`config.mk`:
```
export PLATFORM = sky130hd
export DESIGN_NAME = execute_stage
export DESIGN_NICKNAME = d
export VERILOG_FILES = /design/src/isa_pkg.sv /design/src/exec_pkg.sv /design/src/alu.sv /design/src/alu_add_sub.sv /design/src/branch_unit.sv /design/src/execute_stage.sv /design/src/operand_gen.sv /design/src/pipe_stage.sv
export VERILOG_INCLUDE_DIRS = /design/src
export SDC_FILE = /design/constraint.sdc
export NUM_CORES = 1
export LEC_CHECK = 0
export ABC_CLOCK_PERIOD_IN_PS = 8300
export BUFFER_PORTS_ARGS = -buffer_cell sky130_fd_sc_hd__buf_2
export CAP_MARGIN = 15
export CORE_ASPECT_RATIO = 1.5
export CORE_UTILIZATION = 61
export CTS_BUF_LIST = sky130_fd_sc_hd__clkbuf_16
export DETAILED_ROUTE_END_ITERATION = 8
export HOLD_SLACK_MARGIN = 0.06
export PLACE_DENSITY = 0.82
export SYNTH_ARGS = -nofsm -noshare
export SYNTH_HDL_FRONTEND = slang
export SYNTH_SLANG_ARGS = --single-unit
```
`constraint.sdc`:
```
create_clock -name clk -period 8.3 [get_ports clk]
set_input_delay 2.49 -clock clk [delete_from_list [all_inputs] [get_ports clk]]
set_output_delay 2.49 -clock clk [all_outputs]
set_load 0.02 [all_outputs]
```
`src/tsc_config.svh`:
```
`ifndef TSC_CONFIG_SVH
`define TSC_CONFIG_SVH

// Data and address words share one width
`define WORD_SIZE 16
`define REG_ADDR_W 2
`define IMM_W 8
`define JTARGET_W 12

`endif
```
`src/isa_pkg.sv`:
```
`include "tsc_config.svh"

package isa_pkg;

	// Major opcodes, top four bits of every instruction
	typedef enum logic [3:0] {
		BNE    = 4'd0,
		BEQ    = 4'd1,
		BGZ    = 4'd2,
		BLZ    = 4'd3,
		ADI    = 4'd4,
		ORI    = 4'd5,
		LHI    = 4'd6,
		LWD    = 4'd7,
		SWD    = 4'd8,
		JMP    = 4'd9,
		JAL    = 4'd10,
		ALU_OP = 4'd15
	} opcode_e;

	// Function codes, only meaningful under ALU_OP
	typedef enum logic [5:0] {
		ADD = 6'd0,
		SUB = 6'd1,
		AND = 6'd2,
		ORR = 6'd3,
		NOT = 6'd4,
		TCP = 6'd5,
		SHL = 6'd6,
		SHR = 6'd7,
		JPR = 6'd25,
		JRL = 6'd26,
		WWD = 6'd28,
		HLT = 6'd29
	} func_e;

	// R-format view; I-format and J-format reuse the low bits
	typedef struct packed {
		opcode_e                 opcode;
		logic [`REG_ADDR_W-1:0]  rs;
		logic [`REG_ADDR_W-1:0]  rt;
		logic [`REG_ADDR_W-1:0]  rd;
		func_e                   func;
	} instr_t;

	// The immediate spans rd and func
	function automatic logic [`IMM_W-1:0] imm_field(input instr_t i);
		logic [`WORD_SIZE-1:0] raw;
		raw = i;
		return raw[`IMM_W-1:0];
	endfunction

	// The jump target spans everything below the opcode
	function automatic logic [`JTARGET_W-1:0] jtarget_field(input instr_t i);
		logic [`WORD_SIZE-1:0] raw;
		raw = i;
		return raw[`JTARGET_W-1:0];
	endfunction

endpackage

```
`src/exec_pkg.sv`:
```
`include "tsc_config.svh"

package exec_pkg;

	import isa_pkg::*;

	// Decode to execute
	typedef struct packed {
		logic                   valid;
		logic [`WORD_SIZE-1:0]  pc;
		instr_t                 instr;
		logic [`WORD_SIZE-1:0]  rs_val;
		logic [`WORD_SIZE-1:0]  rt_val;
	} id_ex_t;

	// Execute to memory
	typedef struct packed {
		logic                   valid;
		instr_t                 instr;
		logic [`WORD_SIZE-1:0]  result;
		logic                   overflow;
		logic [`WORD_SIZE-1:0]  store_data;
		logic                   redirect;
		logic [`WORD_SIZE-1:0]  next_pc;
	} ex_mem_t;

endpackage

```
`src/alu.sv`:
```
`timescale 1ns/1ps
`include "tsc_config.svh"

module alu
	import isa_pkg::*;
(
	input  opcode_e               opcode,
	input  func_e                 func_code,
	input  logic [`WORD_SIZE-1:0] alu_input_1,
	input  logic [`WORD_SIZE-1:0] alu_input_2,
	output logic [`WORD_SIZE-1:0] alu_result,
	output logic                  overflow_flag,
	output logic                  bcond
);

	logic                  sub_sel;
	logic [`WORD_SIZE-1:0] add_out;
	logic                  add_ovf;

	assign sub_sel = (opcode == ALU_OP) && (func_code == SUB);

	// Single adder serves ADD, SUB and all address/immediate adds
	alu_add_sub u_add_sub (
		.a        (alu_input_1),
		.b        (alu_input_2),
		.sub      (sub_sel),
		.sum      (add_out),
		.overflow (add_ovf)
	);

	always_comb begin
		alu_result = '0;
		overflow_flag = 1'b0;
		bcond = 1'b0;
		case (opcode)
			ALU_OP: begin
				case (func_code)
					ADD, SUB: begin
						alu_result = add_out;
						overflow_flag = add_ovf;
					end
					AND: alu_result = alu_input_1 & alu_input_2;
					ORR: alu_result = alu_input_1 | alu_input_2;
					NOT: alu_result = ~alu_input_1;
					TCP: alu_result = ~alu_input_1 + 1'b1;
					SHL: alu_result = {alu_input_1[`WORD_SIZE-2:0], 1'b0};
					SHR: alu_result = {alu_input_1[`WORD_SIZE-1], alu_input_1[`WORD_SIZE-1:1]};
					JPR, JRL, WWD: alu_result = alu_input_1;
					// HLT falls in here too
					default: alu_result = '0;
				endcase
			end

			// Only the branch condition comes from here and branch_unit forms the target
			BNE: bcond = (alu_input_1 != alu_input_2);
			BEQ: bcond = (alu_input_1 == alu_input_2);
			BGZ: bcond = ($signed(alu_input_1) > 0);
			BLZ: bcond = ($signed(alu_input_1) < 0);

			ADI, LWD, SWD: begin
				alu_result = add_out;
				overflow_flag = add_ovf;
			end
			ORI: alu_result = alu_input_1 | alu_input_2;
			LHI: alu_result = alu_input_2;

			default: begin
				alu_result = '0;
				overflow_flag = 1'b0;
				bcond = 1'b0;
			end
		endcase
	end

endmodule

```
`src/alu_add_sub.sv`:
```
`timescale 1ns/1ps
`include "tsc_config.svh"

module alu_add_sub (
	input  logic [`WORD_SIZE-1:0] a,
	input  logic [`WORD_SIZE-1:0] b,
	input  logic                  sub,
	output logic [`WORD_SIZE-1:0] sum,
	output logic                  overflow
);

	logic [`WORD_SIZE-1:0] b_eff;

	// Subtraction is a + ~b + 1 with the carry-in taken from sub
	assign b_eff = sub ? ~b : b;
	assign sum = a + b_eff + {{(`WORD_SIZE-1){1'b0}}, sub};

	// Same-sign operands whose sum flips sign
	assign overflow = (a[`WORD_SIZE-1] == b_eff[`WORD_SIZE-1]) &&
		(sum[`WORD_SIZE-1] != a[`WORD_SIZE-1]);

endmodule

```
`src/branch_unit.sv`:
```
`timescale 1ns/1ps
`include "tsc_config.svh"

module branch_unit
	import isa_pkg::*;
(
	input  logic [`WORD_SIZE-1:0] pc,
	input  instr_t                instr,
	input  logic [`WORD_SIZE-1:0] rs_val,
	input  logic [`WORD_SIZE-1:0] ext_imm,
	input  logic                  bcond,
	output logic                  taken,
	output logic [`WORD_SIZE-1:0] next_pc
);

	logic [`WORD_SIZE-1:0] pc_plus1;
	logic [`WORD_SIZE-1:0] branch_target;
	logic [`WORD_SIZE-1:0] jump_target;

	assign pc_plus1 = pc + 1'b1;
	assign branch_target = pc_plus1 + ext_imm;

	// Jumps stay inside the current 4K region
	assign jump_target = {pc[`WORD_SIZE-1:`JTARGET_W], jtarget_field(instr)};

	always_comb begin
		taken = 1'b0;
		next_pc = pc_plus1;
		case (instr.opcode)
			BNE, BEQ, BGZ, BLZ: begin
				if (bcond) begin
					taken = 1'b1;
					next_pc = branch_target;
				end
			end
			JMP, JAL: begin
				taken = 1'b1;
				next_pc = jump_target;
			end
			ALU_OP: begin
				if (instr.func == JPR || instr.func == JRL) begin
					taken = 1'b1;
					next_pc = rs_val;
				end
			end
			default: begin
				taken = 1'b0;
				next_pc = pc_plus1;
			end
		endcase
	end

endmodule

```
`src/execute_stage.sv`:
```
`timescale 1ns/1ps
`include "tsc_config.svh"

module execute_stage
	import isa_pkg::*;
	import exec_pkg::*;
(
	input  logic                  clk,
	input  logic                  rst,
	input  logic                  stall,
	input  id_ex_t                id_in,
	output ex_mem_t               ex_out,
	output logic                  redirect,
	output logic [`WORD_SIZE-1:0] next_pc
);

	id_ex_t                 id_ex;
	logic                   id_ex_valid;
	logic [`WORD_SIZE-1:0]  alu_b;
	logic [`WORD_SIZE-1:0]  ext_imm;
	logic [`WORD_SIZE-1:0]  alu_result;
	logic                   alu_ovf;
	logic                   bcond;
	logic                   taken;
	ex_mem_t                ex_mem_d;
	ex_mem_t                ex_mem_q;
	logic                   ex_mem_valid;

	pipe_stage #(.payload_t(id_ex_t)) u_id_ex (
		.clk      (clk),
		.rst      (rst),
		.stall    (stall),
		.d        (id_in),
		.valid_in (id_in.valid),
		.q        (id_ex),
		.valid    (id_ex_valid)
	);

	operand_gen u_operand_gen (
		.instr   (id_ex.instr),
		.rt_val  (id_ex.rt_val),
		.alu_b   (alu_b),
		.ext_imm (ext_imm)
	);

	alu u_alu (
		.opcode        (id_ex.instr.opcode),
		.func_code     (id_ex.instr.func),
		.alu_input_1   (id_ex.rs_val),
		.alu_input_2   (alu_b),
		.alu_result    (alu_result),
		.overflow_flag (alu_ovf),
		.bcond         (bcond)
	);

	branch_unit u_branch_unit (
		.pc      (id_ex.pc),
		.instr   (id_ex.instr),
		.rs_val  (id_ex.rs_val),
		.ext_imm (ext_imm),
		.bcond   (bcond),
		.taken   (taken),
		.next_pc (next_pc)
	);

	// Fetch sees the redirect in the same cycle the instruction sits in id_ex
	assign redirect = id_ex_valid & taken;

	assign ex_mem_d = '{
		valid:      id_ex_valid,
		instr:      id_ex.instr,
		result:     alu_result,
		overflow:   alu_ovf,
		store_data: id_ex.rt_val,
		redirect:   redirect,
		next_pc:    next_pc
	};

	pipe_stage #(.payload_t(ex_mem_t)) u_ex_mem (
		.clk      (clk),
		.rst      (rst),
		.stall    (stall),
		.d        (ex_mem_d),
		.valid_in (ex_mem_d.valid),
		.q        (ex_mem_q),
		.valid    (ex_mem_valid)
	);

	// ex_out.valid follows the stage's own valid bit rather than the payload copy
	always_comb begin
		ex_out = ex_mem_q;
		ex_out.valid = ex_mem_valid;
	end

endmodule

```
`src/operand_gen.sv`:
```
`timescale 1ns/1ps
`include "tsc_config.svh"

module operand_gen
	import isa_pkg::*;
(
	input  instr_t                instr,
	input  logic [`WORD_SIZE-1:0] rt_val,
	output logic [`WORD_SIZE-1:0] alu_b,
	output logic [`WORD_SIZE-1:0] ext_imm
);

	logic [`IMM_W-1:0]      imm;
	logic [`WORD_SIZE-1:0]  zext_imm;
	logic [`WORD_SIZE-1:0]  high_imm;

	assign imm = imm_field(instr);

	// Branch offsets always use the sign-extended form
	assign ext_imm = {{(`WORD_SIZE-`IMM_W){imm[`IMM_W-1]}}, imm};
	assign zext_imm = {{(`WORD_SIZE-`IMM_W){1'b0}}, imm};
	assign high_imm = {imm, {(`WORD_SIZE-`IMM_W){1'b0}}};

	always_comb begin
		case (instr.opcode)
			ORI: alu_b = zext_imm;
			LHI: alu_b = high_imm;
			ADI, LWD, SWD: alu_b = ext_imm;
			default: alu_b = rt_val;
		endcase
	end

endmodule

```
`src/pipe_stage.sv`:
```
`timescale 1ns/1ps

module pipe_stage #(
	parameter type payload_t = logic
) (
	input  logic     clk,
	input  logic     rst,
	input  logic     stall,
	input  payload_t d,
	input  logic     valid_in,
	output payload_t q,
	output logic     valid
);

	// Only the valid bit is control state
	always_ff @(posedge clk) begin
		if (rst) begin
			valid <= 1'b0;
		end else if (!stall) begin
			valid <= valid_in;
		end
	end

	always_ff @(posedge clk) begin
		if (!stall) begin
			q <= d;
		end
	end

endmodule

```
======== Yosys cells after proc, flatten, opt, wreduce, memory -nomap -nowiden ========
Cells that the tools add are included.
operators by class
  add/sub/neg operators ................... 5
  $lt $le $gt $ge ......................... 2
  eq/ne operators ......................... 25
  mux-type cells .......................... 13
  bitwise operators ....................... 5
  reductions and logical operators ........ 10
operators by type and width
  operator                                                                          number
  16-bit case mux with 8 select lines                                               1
  16-bit case mux with 3 select lines                                               2
  16-bit case mux with 4 select lines                                               1
  16-bit 2-to-1 mux                                                                 3
  16-bit by 1-bit adder with 16-bit output, second input constant                   2
  16-bit adder                                                                      2
  16-bit NOT                                                                        2
  6-bit by 3-bit equality test with 1-bit output, second input constant             4
  6-bit by 5-bit equality test with 1-bit output, second input constant             3
  16-bit by 1-bit adder with 16-bit output                                          1
  16-bit bitwise AND                                                                1
  16-bit equality test                                                              1
  4-bit by 3-bit equality test with 1-bit output, second input constant             4
  4-bit equality test, second input constant                                        4
  16-bit by 1-bit greater-than comparator with 1-bit output, second input constant  1
  16-bit by 1-bit less-than comparator with 1-bit output, second input constant     1
  16-bit inequality test                                                            1
  16-bit OR                                                                         1
  6-bit by 2-bit equality test with 1-bit output, second input constant             2
  4-bit by 2-bit equality test with 1-bit output, second input constant             2
  6-bit by 1-bit equality test with 1-bit output, second input constant             1
  6-bit logical NOT                                                                 1
  3-bit OR reduction                                                                2
  4-bit by 1-bit equality test with 1-bit output, second input constant             1
  other kinds (12)                                                                  16
word-level totals
  flip-flop bits (word level) ............. 132
  output and inout port bits .............. 84
  word-level logic and storage cells ...... 80

======== Depth between registers and ports, before layout ========
  depth after elaboration ................. 11
  mapped depth ............................ 20

======== By module ========
Synthesis repeated with hierarchy kept, for this count alone.
second synthesis, totals
  cell total of the unflattened synthesis .. 894
  area, all modules ....................... 9,464.1 sq um
modules (own cells, without submodules)
  module                  instances  cells each  area each (sq um)  sequential area each (sq um)
  alu                     1          352         2,432.3            0.0
  pipe_stage at u_ex_mem  1          71          2,049.5            2,031.9
  pipe_stage at u_id_ex   1          69          1,989.4            1,971.9
  branch_unit             1          200         1,503.9            0.0
  alu_add_sub             1          122         908.4              0.0
  operand_gen             1          78          566.8              0.0
  execute_stage           1          2           13.8               0.0

======== Worst setup path before layout ========
Ideal clock, no wire load.
  path kind ............................... reg-to-output
  start point ............................. register u_id_ex.q[47] (netlist bit)
  end point ............................... output port next_pc[10]
  arrival ................................. 3,983 ps
  setup slack ............................. 1,827 ps
  cell stages (with the launch flop) ...... 19
  cell sequence ........................... edfxtp_1 buf_4 nand2b_1 nor2_1 a21oi_1 nor2b_1 and2_1 clkbuf_1 a221o_1 inv_1 ha_1 nor4_1 a41oi_1 o21ai_0 o31ai_1 a22oi_1 nand2b_1 a222oi_1 o21ai_0
on the way
  cells in the longest elaborated chain, start to end .. 7
  elaborated cells between the ends (all ways) .. 21
  those cells by class .................... eq/ne: 13; mux: 4; reduce/logical: 4
RTL lines
  item                                                                                   RTL line              source
  from (decl)                                                                            pipe_stage.sv:11      output payload_t q,
  from (signal assigned)                                                                 pipe_stage.sv:26      q <= d;
  4-bit by 3-bit equality test with 1-bit output or 4-bit equality test (tied branches)  operand_gen.sv:25     case (instr.opcode)
  3-bit OR reduction                                                                     operand_gen.sv:25
  16-bit case mux with 3 select lines                                                    operand_gen.sv:25
  16-bit equality test or 16-bit inequality test (tied branches)                         alu.sv:56, alu.sv:55
  1-bit case mux with 4 select lines                                                     alu.sv:35             case (opcode)
  16-bit 2-to-1 mux                                                                      branch_unit.sv:31     if (bcond) begin
  16-bit case mux with 3 select lines *                                                  branch_unit.sv:29     case (instr.opcode)
  to (decl)                                                                              execute_stage.sv:14   output logic [`WORD_SIZE-1:0] next_pc
Mark *: on every way between the ends. The rest lies on a longest branch, timed or not.

======== Worst setup path in the final report ========
  start point ............................. register u_id_ex.q[46] (netlist bit)
  end point ............................... output port next_pc[7]
The elaborated chain is that of the path after synthesis.

==> impl_metrics.yaml <==
setup_path:
  crit_arrival_ps: 5280
  cp_cell_sequence: "nand2b_1, nor2_1, a21oi_1, buf_4, nor2b_1, and2_1, a221o_1, inv_1, ha_1, nor4_1, a41oi_1, o21ai_0, o31ai_1, a22oi_1, buf_4, nand2b_1, a222oi_1, o21ai_0, buf_2"
  r2r_setup_slack_ps: 3020
  critPathKind: "reg2out"
  worst_setup_path_end_kind: "output port"
  slowest_delay_ps: 560
  cp_slowest_cell: "edfxtp_1"
  crit_required_ps: 5810
  cp-start-kind: "flip-flop"
  crit_fanout: 15
power:
  switchingPower_w: 0.000691
  swShare_pct: 32.4
  p_clk_share_pct: 33.4
  power_frac_seq_pct: 40.4
  p_leak_nw: 4.10
  ir_worst_vdd_uv: 138
  p_total_w: 0.00213
  internal_power_w: 0.00144
  power.density_nw_per_um2: 217
  power_frac_comb_pct: 26.1
flow_run:
  maxCapViolations: 0
cells_and_area:
  final_nets: 1066
  fill_cells: 1001
  layout-drive-gt1-share_pct: 22.1
  regArea_um2: 3940
  final_core_util_pct: 73.3
  multi_input_area_um2: 4050
  synthToLayoutAreaGrowth_pct: 17.7
drt:
  post-route-drc-count: 0
  drt_pass1_iterations: 5
  drtAntennaViolNets: 0
  viasPerCell: 6.50
  via_count: 7212
  drtIter0Drc: 740
  wl_per_cell_um: 20.9
  wl_um: 23200
sta:
  whs_ps: 472
  worst_pin_slew_ps: 1160
  max_slew_margin_pct: 22.6
  fmax_mhz: 129
  fin_ws_ps: 532
  fin_setup_tns_ps: 0
  hold_violations: 0
  post-route-min-period_ps: 7770
  setup_viol: 0
  fin_worst_skew_ps: 9.21
  slew_violations: 0
  rsz0062_at_grt: "false"
  fin_crit_sh_pct: 93.6
logic_synthesis:
  synth-main-ff-cell: "edfxtp_1"
  yosysMostFrequentCell: "edfxtp_1"
  netlist_instances: 786
  synth_area_um2: 8340
  synth-edff-count: 130
  yosysSeqAreaShare_pct: 47.3
  synth_top_area_share_pct: 46.8
  yosysUniqueCellTypes: 71
  synth_common_cells: "edfxtp_1, nor2_1, ha_1"
  syn-num-nets: 920
  yosys-top-cells-area: "edfxtp_1, ha_1, xnor2_1"
  ys_ff_latch: 132
  yosys.area.top_type: "edfxtp_1"
  yosys_warnings: 0
  avgSynthCellArea_um2: 10.6
  ys_async_sr_fraction_pct: 0
hold_path:
  hp-class: "reg2reg"
cts:
  tritoncts: "done"
  cts_buffers: 17
  clock_latency_ps: 420
  ctsResizeCount: 0
  post_cts_buffers: 0
  clock-root-buffer: "clkbuf_16"
  clockBufferDepth: 2
  cts.clk_slew.worst_paths_ps: 60
  cts.sinks: 132
  postCtsHoldBufs: 0
  htreeDepth: 4
global_routing:
  grt_pass1_wl_um: 36500
  gr-usage-all-layers_pct: 33.3
  grt_overflow_total: 0
  grt_pass1_vias: 7212
  antenna_found_initial: 1
  grt_start_max_net_pins: 69
place:
  gp_congestion: 1.01
  io_buffers: 151
  dp_slack_ps: 1170
  dp_hpwl_um: 16600
die:
  core_area_um2: 13400
  die_h_um: 145
  io_pins: 152
  fp.dieW_um: 97.5
  initial_utilization_pct: 62.3
  dieArea_um2: 14200
  rows: 52
outcome:
  status: "completed"
-- worst max-delay path, delay by kind of cell (launching register included) --
| kind | cells | cell delay [ps] |
|---|---|---|
| AOI/OAI and AO/OA | 8 | 1580 |
| buffers and inverters | 4 | 670 |
| adders and majority gates | 1 | 270 |
| and+or+nand+nor | 6 | 1760 |
| DFF | 1 | 560 |
-- per-stage QoR --
| step | area [um2] | std cells |
|---|---|---|
| 2_1_floorplan | 8340 | 786 |
| 3_3_place_gp | 9260 | 1075 |
| 3_5_place_dp | 9260 | 1075 |
| 4_1_cts | 9820 | 1107 |
| 5_1_grt | 9820 | 1108 |
| 6_report | 9820 | 1109 |
-- power by group through the flow --
| stage | sequential (W) | combinational [W] | clock (W) |
|---|---|---|---|
| final | 0.000861 | 0.000556 | 0.000712 |
| after global routing | 0.000867 | 0.000607 | 0.000744 |
| after CTS | 0.000859 | 0.000551 | 0.000716 |
| after detailed placement | 0.000872 | 0.000546 | 0 |
| after global placement | 0.000870 | 0.000536 | 0 |
| after floorplan | 0.000889 | 0.000364 | 0 |
-- cell families after synthesis --
kind of cell    Yosys count  share of synthesized area [%]
compound gates          216                           18.5
simple gates            215                           12.6
flops                   132                           47.3
buf+inv                  89                           4.15
fa+ha+maj                66                           10.1
xor+xnor                 59                           6.19
mux                       9                           1.23
-- state kept, by name, indices dropped and copies added (netlist names) --
register / cells
u_ex_mem.q: 66
u_id_ex.q: 64
u_ex_mem.valid: 1
u_id_ex.valid: 1
-- cell type report --
type                    count  share of cell area (%)
diodes                      2                  0.0510
flip-flops and latches    132                    40.2
repair buffers            166                    8.84
well taps                 162                    2.06
multi-input cells         565                    41.3
inverters                  50                    1.94
clock buffers              17                    4.33
clock inverters            15                    1.34
-- routing by layer --
layer / wire length (um) / global-route usage [%] / vias to the layer above / part of all wire [%]
met5: 0 / 0 / - / 0
met4: 1300 / 22.0 / 0 / 5.6
met3: 1700 / 7.51 / 120 / 7.3
met2: 12000 / 56.6 / 408 / 52
met1: 8230 / 36.8 / 3406 / 36
li1: - / - / 3278 / -
-- cell usage in the layout, fill, tap and decap left out, types with 3 or more instances in the layout --
cell and instances:
a222oi_1 7, o211ai_1 5, ha_1 64, clkbuf_16 17, o21ai_1 4, a22o_1 8
nand3_1 13, o221ai_1 14, nand4_1 6, a31oi_1 7, nor3_1 12, and3_1 5
nor4_1 7, a21oi_1 41, xor2_1 17, clkinv_2 3, or4_1 5, mux2i_1 8
a21o_1 8, o21ai_0 48, clkinvlp_4 4, edfxtp_1 130, inv_1 50, a221oi_1 15
nor2b_1 12, o311ai_0 3, nand2b_1 11, buf_4 15, o31ai_1 3, buf_2 151
nor2_1 66, xnor2_1 42, or3_1 5, a221o_1 19, inv_6 5, and2_1 5
a22oi_1 8, nand2_1 55
-- path summary, 6_finish.rpt --
check                      from              to  cells after the start
setup / recovery  u_id_ex.q[46]      next_pc[7]                     19
hold reg to reg    u_id_ex.q[4]  u_ex_mem.q[21]                      0
setup reg to reg  u_id_ex.q[34]  u_ex_mem.q[47]                     13
hold / removal     u_id_ex.q[4]  u_ex_mem.q[21]                      0
Note: power is estimated with default switching activity, not from simulation.
